<file path="src/verilog/opn_pkg.sv">
// Timer subsystem definitions

package opn_pkg;

    // Widths of the two timers
    localparam int TIMER_A_W = 10;
    localparam int TIMER_B_W = 8;

    // Timer B counts once every 16 ticks
    localparam int TIMER_B_PRESCALE = 16;

    typedef logic [7:0]           data_t;      // CPU bus byte
    typedef logic [7:0]           reg_addr_t;  // Register number
    typedef logic [TIMER_A_W-1:0] timer_a_t;
    typedef logic [TIMER_B_W-1:0] timer_b_t;

    // Timer register map
    localparam reg_addr_t REG_TA_HI     = 8'h24;  // Timer A bits 9..2
    localparam reg_addr_t REG_TA_LO     = 8'h25;  // Timer A bits 1..0
    localparam reg_addr_t REG_TB        = 8'h26;
    localparam reg_addr_t REG_TIMER_CTL = 8'h27;

    // Bit positions inside REG_TIMER_CTL
    localparam int CTL_LOAD_A = 0;
    localparam int CTL_LOAD_B = 1;
    localparam int CTL_EN_A   = 2;   // Flag A may set
    localparam int CTL_EN_B   = 3;   // Flag B may set
    localparam int CTL_CLR_A  = 4;
    localparam int CTL_CLR_B  = 5;

    // Busy window after each data write in cen ticks
    localparam int BUSY_TICKS = 32;

    // Busy bit position in the status byte
    localparam int STATUS_BUSY_BIT = 7;

endpackage

</file>
<file path="src/verilog/opn_timer_if.sv">
// Timer control interface
`timescale 1ns/1ps

interface opn_timer_if #(
    parameter int W = 8
);

    logic [W-1:0] value;     // Reload value
    logic         load;      // Timer runs while high
    logic         irq_en;    // Overflow may raise the flag
    logic         clr_flag;  // Single cycle clear pulse

    // Register block side
    modport ctrl (
        output value,
        output load,
        output irq_en,
        output clr_flag
    );

    // Timer side
    modport timer (
        input  value,
        input  load,
        input  irq_en,
        input  clr_flag
    );

endinterface

</file>
<file path="src/verilog/opn_bus_regs.sv">
// Register port and timer control
`timescale 1ns/1ps

module opn_bus_regs (
    input  logic           clk,
    input  logic           rst,
    input  opn_pkg::data_t din,
    input  logic           addr0,
    input  logic           cs_n,
    input  logic           wr_n,
    output logic           data_wr,
    opn_timer_if.ctrl      tmr_a,
    opn_timer_if.ctrl      tmr_b
);
    import opn_pkg::*;

    logic                   bus_wr;
    logic                   addr_wr;
    logic                   ctl_wr;
    reg_addr_t              sel_addr;   // Latched register number
    logic [TIMER_A_W-3:0]   ta_hi;
    logic [1:0]             ta_lo;
    timer_a_t               ta_val;
    timer_b_t               tb_val;
    logic                   load_a;
    logic                   load_b;
    logic                   en_a;
    logic                   en_b;
    logic                   clr_a;
    logic                   clr_b;

    assign bus_wr  = !cs_n && !wr_n;
    assign addr_wr = bus_wr && !addr0;
    assign data_wr = bus_wr && addr0;     // Also starts the busy window
    assign ctl_wr  = data_wr && (sel_addr == REG_TIMER_CTL);

    // Address phase
    always_ff @(posedge clk) begin
        if (rst) begin
            sel_addr <= '0;
        end else if (addr_wr) begin
            sel_addr <= din;
        end
    end

    // Data phase goes to whichever register was latched last
    always_ff @(posedge clk) begin
        if (rst) begin
            ta_hi  <= '0;
            ta_lo  <= '0;
            tb_val <= '0;
            load_a <= 1'b0;
            load_b <= 1'b0;
            en_a   <= 1'b0;
            en_b   <= 1'b0;
        end else if (data_wr) begin
            case (sel_addr)
                REG_TA_HI: ta_hi  <= din;
                REG_TA_LO: ta_lo  <= din[1:0];
                REG_TB:    tb_val <= din;
                REG_TIMER_CTL: begin
                    load_a <= din[CTL_LOAD_A];
                    load_b <= din[CTL_LOAD_B];
                    en_a   <= din[CTL_EN_A];
                    en_b   <= din[CTL_EN_B];
                end
                default: ;  // Other registers belong to the FM core
            endcase
        end
    end

    // Clear bits are not stored, they only fire a pulse
    always_ff @(posedge clk) begin
        if (rst) begin
            clr_a <= 1'b0;
            clr_b <= 1'b0;
        end else begin
            clr_a <= ctl_wr && din[CTL_CLR_A];
            clr_b <= ctl_wr && din[CTL_CLR_B];
        end
    end

    assign ta_val = {ta_hi, ta_lo};

    assign tmr_a.value    = ta_val;
    assign tmr_a.load     = load_a;
    assign tmr_a.irq_en   = en_a;
    assign tmr_a.clr_flag = clr_a;

    assign tmr_b.value    = tb_val;
    assign tmr_b.load     = load_b;
    assign tmr_b.irq_en   = en_b;
    assign tmr_b.clr_flag = clr_b;

    // A held clear would eat an overflow that lands right after it
    a_clr_a_single: assert property (
        @(posedge clk) disable iff (rst) clr_a |=> !clr_a
    ) else $error("timer A clr_flag lasted two cycles");

    a_clr_b_single: assert property (
        @(posedge clk) disable iff (rst) clr_b |=> !clr_b
    ) else $error("timer B clr_flag lasted two cycles");

endmodule

</file>
<file path="src/verilog/opn_status.sv">
// Busy, interrupt and status byte
`timescale 1ns/1ps

module opn_status (
    input  logic           clk,
    input  logic           rst,
    input  logic           cen,
    input  logic           data_wr,
    input  logic           flag_a,
    input  logic           flag_b,
    output opn_pkg::data_t dout,
    output logic           irq_n
);
    import opn_pkg::*;

    localparam int BW = $clog2(BUSY_TICKS + 1);

    logic [BW-1:0] busy_cnt;   // Ticks left in the busy window
    logic          busy;

    // A new write always restarts the window
    always_ff @(posedge clk) begin
        if (rst) begin
            busy_cnt <= '0;
        end else if (data_wr) begin
            busy_cnt <= BW'(BUSY_TICKS);
        end else if (cen && busy) begin
            busy_cnt <= busy_cnt - 1'b1;
        end
    end

    assign busy = (busy_cnt != '0);

    always_ff @(posedge clk) begin
        if (rst) begin
            irq_n <= 1'b1;
        end else begin
            irq_n <= !(flag_a || flag_b);   // Active low pin
        end
    end

    // Read path ignores the address
    always_comb begin
        dout                  = '0;
        dout[STATUS_BUSY_BIT] = busy;
        dout[1]               = flag_b;
        dout[0]               = flag_a;
    end

    // After the last write busy must drop once BUSY_TICKS ticks went by
    a_busy_len: assert property (
        @(posedge clk) disable iff (rst)
        data_wr ##1 (!data_wr throughout cen[->BUSY_TICKS]) |=> !busy
    ) else $error("busy stayed high past BUSY_TICKS ticks");

endmodule

</file>
<file path="src/verilog/opn_timer.sv">
// Reloadable interval timer
`timescale 1ns/1ps

module opn_timer #(
    parameter int W        = 10,
    parameter int PRESCALE = 1
) (
    input  logic        clk,
    input  logic        rst,
    input  logic        cen,
    opn_timer_if.timer  ctl,
    output logic        flag
);

    // A prescale of one still needs a one bit counter
    localparam int            PW       = (PRESCALE > 1) ? $clog2(PRESCALE) : 1;
    localparam logic [PW-1:0] PRE_LAST = PW'(PRESCALE - 1);

    logic [PW-1:0] pre;
    logic [W-1:0]  cnt;
    logic          load_q;
    logic          load_rise;
    logic          tick;
    logic          overflow;

    assign load_rise = ctl.load && !load_q;
    assign tick      = cen && (pre == PRE_LAST);
    assign overflow  = ctl.load && !load_rise && tick && (cnt == '1);

    always_ff @(posedge clk) begin
        if (rst) begin
            load_q <= 1'b0;
        end else begin
            load_q <= ctl.load;
        end
    end

    // Tick divider
    always_ff @(posedge clk) begin
        if (rst) begin
            pre <= '0;
        end else if (load_rise) begin
            pre <= '0;
        end else if (cen && ctl.load) begin
            pre <= (pre == PRE_LAST) ? '0 : pre + 1'b1;
        end
    end

    // Up counter with a period of 2^W - value ticks
    always_ff @(posedge clk) begin
        if (rst) begin
            cnt <= '0;
        end else if (load_rise) begin
            cnt <= ctl.value;
        end else if (ctl.load && tick) begin
            if (cnt == '1) begin
                cnt <= ctl.value;   // Wrap back to the reload value
            end else begin
                cnt <= cnt + 1'b1;
            end
        end
    end

    // Clear wins over a set in the same cycle
    always_ff @(posedge clk) begin
        if (rst) begin
            flag <= 1'b0;
        end else if (ctl.clr_flag) begin
            flag <= 1'b0;
        end else if (overflow && ctl.irq_en) begin
            flag <= 1'b1;
        end
    end

    // The enable is sampled together with the overflow
    a_flag_needs_en: assert property (
        @(posedge clk) disable iff (rst) $rose(flag) |-> $past(ctl.irq_en)
    ) else $error("timer flag rose with irq_en low");

endmodule

</file>
<file path="src/verilog/opn_timer_top.sv">
// FM chip timer subsystem top
`timescale 1ns/1ps

module opn_timer_top (
    input  logic           clk,
    input  logic           rst,
    input  logic           cen,     // Timer tick enable
    input  opn_pkg::data_t din,
    input  logic [1:0]     addr,    // Bit 1 kept for pin compatibility
    input  logic           cs_n,
    input  logic           wr_n,
    output opn_pkg::data_t dout,
    output logic           irq_n
);
    import opn_pkg::*;

    logic data_wr;
    logic flag_a;
    logic flag_b;

    opn_timer_if #(.W(TIMER_A_W)) tmr_a_if ();
    opn_timer_if #(.W(TIMER_B_W)) tmr_b_if ();

    opn_bus_regs u_regs (
        .clk        ( clk           ),
        .rst        ( rst           ),
        .din        ( din           ),
        .addr0      ( addr[0]       ),
        .cs_n       ( cs_n          ),
        .wr_n       ( wr_n          ),
        .data_wr    ( data_wr       ),
        .tmr_a      ( tmr_a_if.ctrl ),
        .tmr_b      ( tmr_b_if.ctrl )
    );

    // Timer A ticks on every cen
    opn_timer #(
        .W          ( TIMER_A_W     ),
        .PRESCALE   ( 1             )
    ) u_timer_a (
        .clk        ( clk           ),
        .rst        ( rst           ),
        .cen        ( cen           ),
        .ctl        ( tmr_a_if.timer),
        .flag       ( flag_a        )
    );

    opn_timer #(
        .W          ( TIMER_B_W         ),
        .PRESCALE   ( TIMER_B_PRESCALE  )
    ) u_timer_b (
        .clk        ( clk           ),
        .rst        ( rst           ),
        .cen        ( cen           ),
        .ctl        ( tmr_b_if.timer),
        .flag       ( flag_b        )
    );

    opn_status u_status (
        .clk        ( clk           ),
        .rst        ( rst           ),
        .cen        ( cen           ),
        .data_wr    ( data_wr       ),
        .flag_a     ( flag_a        ),
        .flag_b     ( flag_b        ),
        .dout       ( dout          ),
        .irq_n      ( irq_n         )
    );

endmodule
</file>
<file path="config.mk">
export PLATFORM = sky130hd
export DESIGN_NAME = opn_timer_top
export DESIGN_NICKNAME = d
export VERILOG_FILES = /design/src/verilog/opn_pkg.sv /design/src/verilog/opn_timer_if.sv /design/src/verilog/opn_bus_regs.sv /design/src/verilog/opn_status.sv /design/src/verilog/opn_timer.sv /design/src/verilog/opn_timer_top.sv
export SDC_FILE = /design/constraint.sdc
export NUM_CORES = 1
export LEC_CHECK = 0
export BUFFER_PORTS_ARGS = -buffer_cell sky130_fd_sc_hd__buf_2
export CORE_ASPECT_RATIO = 0.5
export CORE_MARGIN = 2
export CORE_UTILIZATION = 58
export CTS_CLUSTER_SIZE = 28
export DETAILED_ROUTE_END_ITERATION = 6
export PLACE_DENSITY = 0.81
export SYNTH_ARGS = -nofsm -noshare
export SYNTH_HDL_FRONTEND = slang
export SYNTH_SLANG_ARGS = --single-unit
</file>
<file path="constraint.sdc">
create_clock -name clk -period 2 [get_ports clk]
set_input_delay 0.1 -clock clk [delete_from_list [all_inputs] [get_ports clk]]
set_output_delay 0.1 -clock clk [all_outputs]
set_load 0.005 [all_outputs]
</file>
# Yosys cells after proc, flatten, opt, wreduce, memory -nomap -nowiden
# Index checks and enable logic that the tools add are counted.
# totals
input_bits,15
output_inout_bits,9
regBits,66
# op_classes
n_reduce_logical,45
n_eq_ne,7
add_sub_neg,5
muxes,10
n_bitwise,1
# ops
op,n
8-bit by 6-bit == test with 1-bit output (second input constant),4
10-bit 2-to-1 mux,3
8-bit 2-to-1 mux,3
1-bit logical AND,23
6-bit 2-to-1 mux,2
10-bit by 1-bit adder with 10-bit output (second input constant),1
10-bit == test (second input constant),1
2-bit OR reduction,5
8-bit by 1-bit adder with 8-bit output (second input constant),1
8-bit == test (second input constant),1
1-bit logical NOT,8
2-bit AND reduction,4
2-bit nonzero test,3
6-bit nonzero test,1
6-bit by 1-bit subtractor with 6-bit output (second input constant),1
4-bit by 1-bit adder with 4-bit output (second input constant),1
4-bit == test (second input constant),1
4-bit 2-to-1 mux,1
1-bit adder (second input constant),1
1-bit logical OR,1
1-bit 2-to-1 mux,1
1-bit NOT,1

# Longest topological paths before layout
# depth
depth_word,7
mapped_depth,6
mapped_depth_nobuf,6

# Cells and area by module
# Synthesis repeated with hierarchy kept, for this count alone.
# hier_totals
cells_unflattened,369
area_unflattened_um2,3333.2
# by_module_without_submodules
mod,seq_area_each_um2,area_each_um2,cells_per_inst,n_inst
opn_bus_regs,640.6,1300.0,119,1
opn_timer at u_timer_b,280.3,827.0,102,1
opn_timer at u_timer_a,240.2,772.0,99,1
opn_status,140.1,434.2,49,1

# Least setup slack after synthesis
# No wires, ideal clock.
# synth_timing
path_type,register -> register
startpoint,register u_timer_a.cnt[0]
endpoint,register u_timer_a.cnt[3]
n_path_buf,1
slack_ps,356
path_stages_with_launch,7
required_time_ps,1883
arrival_ps,1527
setup_time_ps,117
path_cell_list,dfxtp_1 > ha_1 > nand3_1 > o31ai_2 > buf_4 > o21ai_0 > a32o_1
# synth_between
elab_chain_cells,4
# synth_lines
element,line_no,rtl
"start, declared",opn_timer.sv:20,logic [W-1:0] cnt;
"start signal, assigned",opn_timer.sv:54,cnt <= ctl.value;
"start signal, assigned",opn_timer.sv:57,cnt <= ctl.value;
"start signal, assigned",opn_timer.sv:59,cnt <= cnt + 1'b1;
10-bit by 1-bit adder with 10-bit output / 10-bit == test (equally long branches),"opn_timer.sv:59, opn_timer.sv:56",
10-bit 2-to-1 mux *,opn_timer.sv:56,if (cnt == '1) begin
10-bit 2-to-1 mux *,opn_timer.sv:55,end else if (ctl.load && tick) begin
10-bit 2-to-1 mux *,opn_timer.sv:53,end else if (load_rise) begin
# Mark *: on every way between the ends. The rest lies on a longest branch, timed or not. The select of a mux whose other input is x is not followed.
# A chain may end at the register's enable or synchronous reset.

# Worst setup path in the final report
# layout_timing
startpoint,register u_status.busy_cnt[0]
endpoint,output port dout[7]
# layout_between
elab_chain_cells,1
# layout_lines
element,line_no,rtl
"start, declared",opn_status.sv:18,logic [BW-1:0] busy_cnt;
"start signal, assigned",opn_status.sv:26,busy_cnt <= BW'(BUSY_TICKS);
"start signal, assigned",opn_status.sv:28,busy_cnt <= busy_cnt - 1'b1;
6-bit nonzero test,opn_status.sv:32,assign busy = (busy_cnt != '0);
"end, declared",opn_timer_top.sv:12,"output opn_pkg::data_t dout,"
# Every way passes these cells.

==> flow_summary.yaml <==
status:
  status: "complete, no violations"
placement:
  dp.cells: 438
  portBuffers: 17
  place.gp.congestion: 1.00
  hpwl_um: 5090
layout:
  area_delta_synth_final_pct: 11.2
  finalNetCount: 400
  drive_above_1_share_pct: 14.3
  antenna_cells: 0
  multi_input_area_um2: 1680
  final_cells: 455
  fill_cells: 410
  regArea_um2: 1300
die:
  fp.coreArea_um2: 5070
  dieArea_um2: 6060
  fp.dieW_um: 108
  num_io_pins: 24
  initial_core_util_pct: 62.1
  die_height_um: 56.1
  fp-row-count: 18
worst_setup_path:
  crit_type: "reg2out"
  critPathLaunch: "u_status.busy_cnt[0]$_SDFFE_PP0P_"
  worstSetupEndpointType: "output port"
  crit_path_start_kind: "flop"
  worstPathMaxFanout: 4
  arrival_ns: 1.80
  cp.required_ns: 1.90
  reg2reg_from: "u_status.busy_cnt[0]$_SDFFE_PP0P_"
sta:
  period_share_pct: 94.9
  fin_crit_ns: 1.90
  slew_headroom_pct: 58.3
  finalSetupTns_ns: 0
  setup_viol: 0
  drv_slew: 0
  finalHoldViolations: 0
  max_freq_mhz: 527
  worstMarginPinSlew_ns: 0.625
  finalClockSkew_ns: 0.00719
  rsz0062_at_grt: "false"
synthesis:
  synth-seq-cells: 65
  yosys-top-cells-area: "dfxtp_1, mux2i_1, nand2_1, nor2_1, nor4_1"
  synth.distinct_cells: 61
  yosys-top-cells-count: "dfxtp_1, nand2_1, nor2_1"
  yosys.cell_count.top_type: "dfxtp_1"
  synth-edff-count: 0
  postSynth.asyncResetShare_pct: 0
  syn_inst: 361
  synth_top_area_share_pct: 41.4
  yosys_warnings: 0
  synthFlopType: "dfxtp_1"
  avgSynthCellArea_um2: 8.71
  syn_area_um2: 3150
  synth.yosys.seq_area_share_pct: 41.4
  yosys.area.top_type: "dfxtp_1"
pwr:
  power_density_nw_per_um2: 888
  p_leak_nw: 1.28
  ir_drop_v: 0.000749
global_route:
  grt_overflow: 0
  antenna_found_initial: 0
  grt_max_degree: 42
  grt_pass1_wl_um: 12100
  grt_pass1_vias: 2585
  grt_usage_pct: 25.2
clock_tree:
  clk_latency_ns: 0.34
  cts_resized: 0
  post_cts_buffers: 0
  htree_num_levels: 3
  clk_pin_slew_ns: 0.07
  cts_made_buffers: 9
  clock_sinks: 65
  tritoncts: "done"
  clockBufferDepth: 2
  cts_root_buf: "clkbuf_8"
  ctsHoldBuffers: 0
route:
  dr_wl_met3_um: 396
  avgRoutedWirePerCell_um: 15.9
  dr.max_layer_used: "met4"
  drt_wl_total_um: 7240
  routed_via_density: 6.16
  vias: 2803
  dr_wl_met2_um: 3440
  antenna_left: 0
  drtIter0Drc: 270
  remaining_drc_errors: 0
  drt-met1-wl_um: 3310
  dr.pass1.iters: 4
flow_run:
  maxCapViolCount: 0
worst_hold_path:
  holdCritPathClass: "in2reg"
  min_from: "din[6]"
-- worst paths after layout --
| path | endpoint | slack [ns] | cells after the start |
|---|---|---|---|
| worst max register to register | u_status.busy_cnt[5]$_SDFFE_PP0P_ | 0.14 | 7 |
| worst max-delay path | dout[7] | 0.10 | 5 |
| worst min-delay path | u_regs.sel_addr[6]$_SDFFE_PP0P_ | 0.02 | 3 |
| worst min register to register | u_timer_a.flag$_SDFFE_PP0P_ | 0.39 | 1 |
-- routing by layer --
layer	vias up	GRT usage, %
met3	15	7.96
met5	-	0
met1	1344	31.5
li1	1354	-
met4	0	5.31
met2	90	42.9
-- power by group --
group	internal [mW]	switching [mW]	leakage, nW	total [mW]
clock	0.677	0.473	0.107	1.15
combinational	0.264	0.251	0.648	0.515
sequential	1.36	0.0813	0.525	1.44
total	2.30	0.805	1.28	3.11
-- metrics by stage --
stage                     hold slack (ns)  total power [mW]  util [%]  area, um2  worst slack, ns
after floorplan                     0.247              1.86         -       3160            0.356
after global placement              0.353              1.91      64.8       3280            0.261
after detailed placement            0.367              1.95      64.8       3280            0.230
after CTS                          0.0156              3.09      68.9       3490           0.0741
after global routing               0.0246              3.24      69.0       3500          0.00257
final                              0.0160              3.11      69.0       3500            0.101
-- final cells by class --
class,instances,share of cell area [%]
clock inverters,2,1.00
flip-flops and latches,65,37.2
clock buffers,14,4.94
multi-input cells,263,48.0
well taps,70,2.50
repair buffers,30,5.22
inverters,11,1.18
-- placed cells by master, fill, tap and decap left out, types with 2 or more instances in the layout --
cell,Yosys,layout
nand2b_1,4,4
a311oi_1,2,2
conb_1,1,5
nand4b_1,2,2
a22oi_1,3,3
o21a_1,2,2
nand4_1,3,3
nor3b_1,3,3
ha_1,5,5
buf_2,3,17
a31o_2,2,2
dfxtp_1,65,65
a31oi_1,9,9
and4_1,3,3
buf_4,10,13
a31o_1,7,7
xor2_1,4,4
nor2b_1,4,4
nor3_1,10,10
o31ai_1,3,3
or3_1,6,6
a21o_1,2,2
clkbuf_8,0,12
mux2i_1,19,19
inv_1,11,11
a311o_1,2,2
nand2_1,36,36
nor4_1,15,15
o32ai_1,2,2
a21oi_1,12,12
o31a_1,2,2
a21boi_0,2,2
o21ai_0,18,18
clkbuf_1,12,2
and3_1,8,8
nor2_1,30,30
a32o_1,2,2
xnor2_1,2,2
nand3_1,12,12
-- flip-flops by register name, summed over array words and instances, names as in the netlist --
register and count:
u_regs.sel_addr 8, u_regs.ta_hi 8, u_regs.ta_lo 2, u_regs.tmr_a.clr_flag 1
u_regs.tmr_a.irq_en 1, u_regs.tmr_a.load 1, u_regs.tmr_b.clr_flag 1, u_regs.tmr_b.irq_en 1
u_regs.tmr_b.load 1, u_regs.tmr_b.value 8, u_status.busy_cnt 6, u_status.irq_n 1
u_timer_a.cnt 10, u_timer_a.flag 1, u_timer_a.load_q 1, u_timer_b.cnt 8
u_timer_b.flag 1, u_timer_b.load_q 1, u_timer_b.pre 4
-- logic make-up after synthesis --
kind of cell | count (synthesis) | share of synthesized area (%)
simple gates | 146 | 24.6
compound gates | 82 | 18.4
flops | 65 | 41.4
buf+inv | 37 | 5.77
mux | 19 | 6.05
xor+xnor | 6 | 1.67
fa+ha+maj | 5 | 1.99
other cells | 1 | 0.119
-- worst max-delay path: stages (launching register included) --
cell and delay, ns:
dfxtp_1 0.34, inv_1 0.09, ha_1 0.15, or4b_4 0.48, or2_2 0.28, buf_2 0.12
No activity file was read; power rests on OpenSTA's default activity.
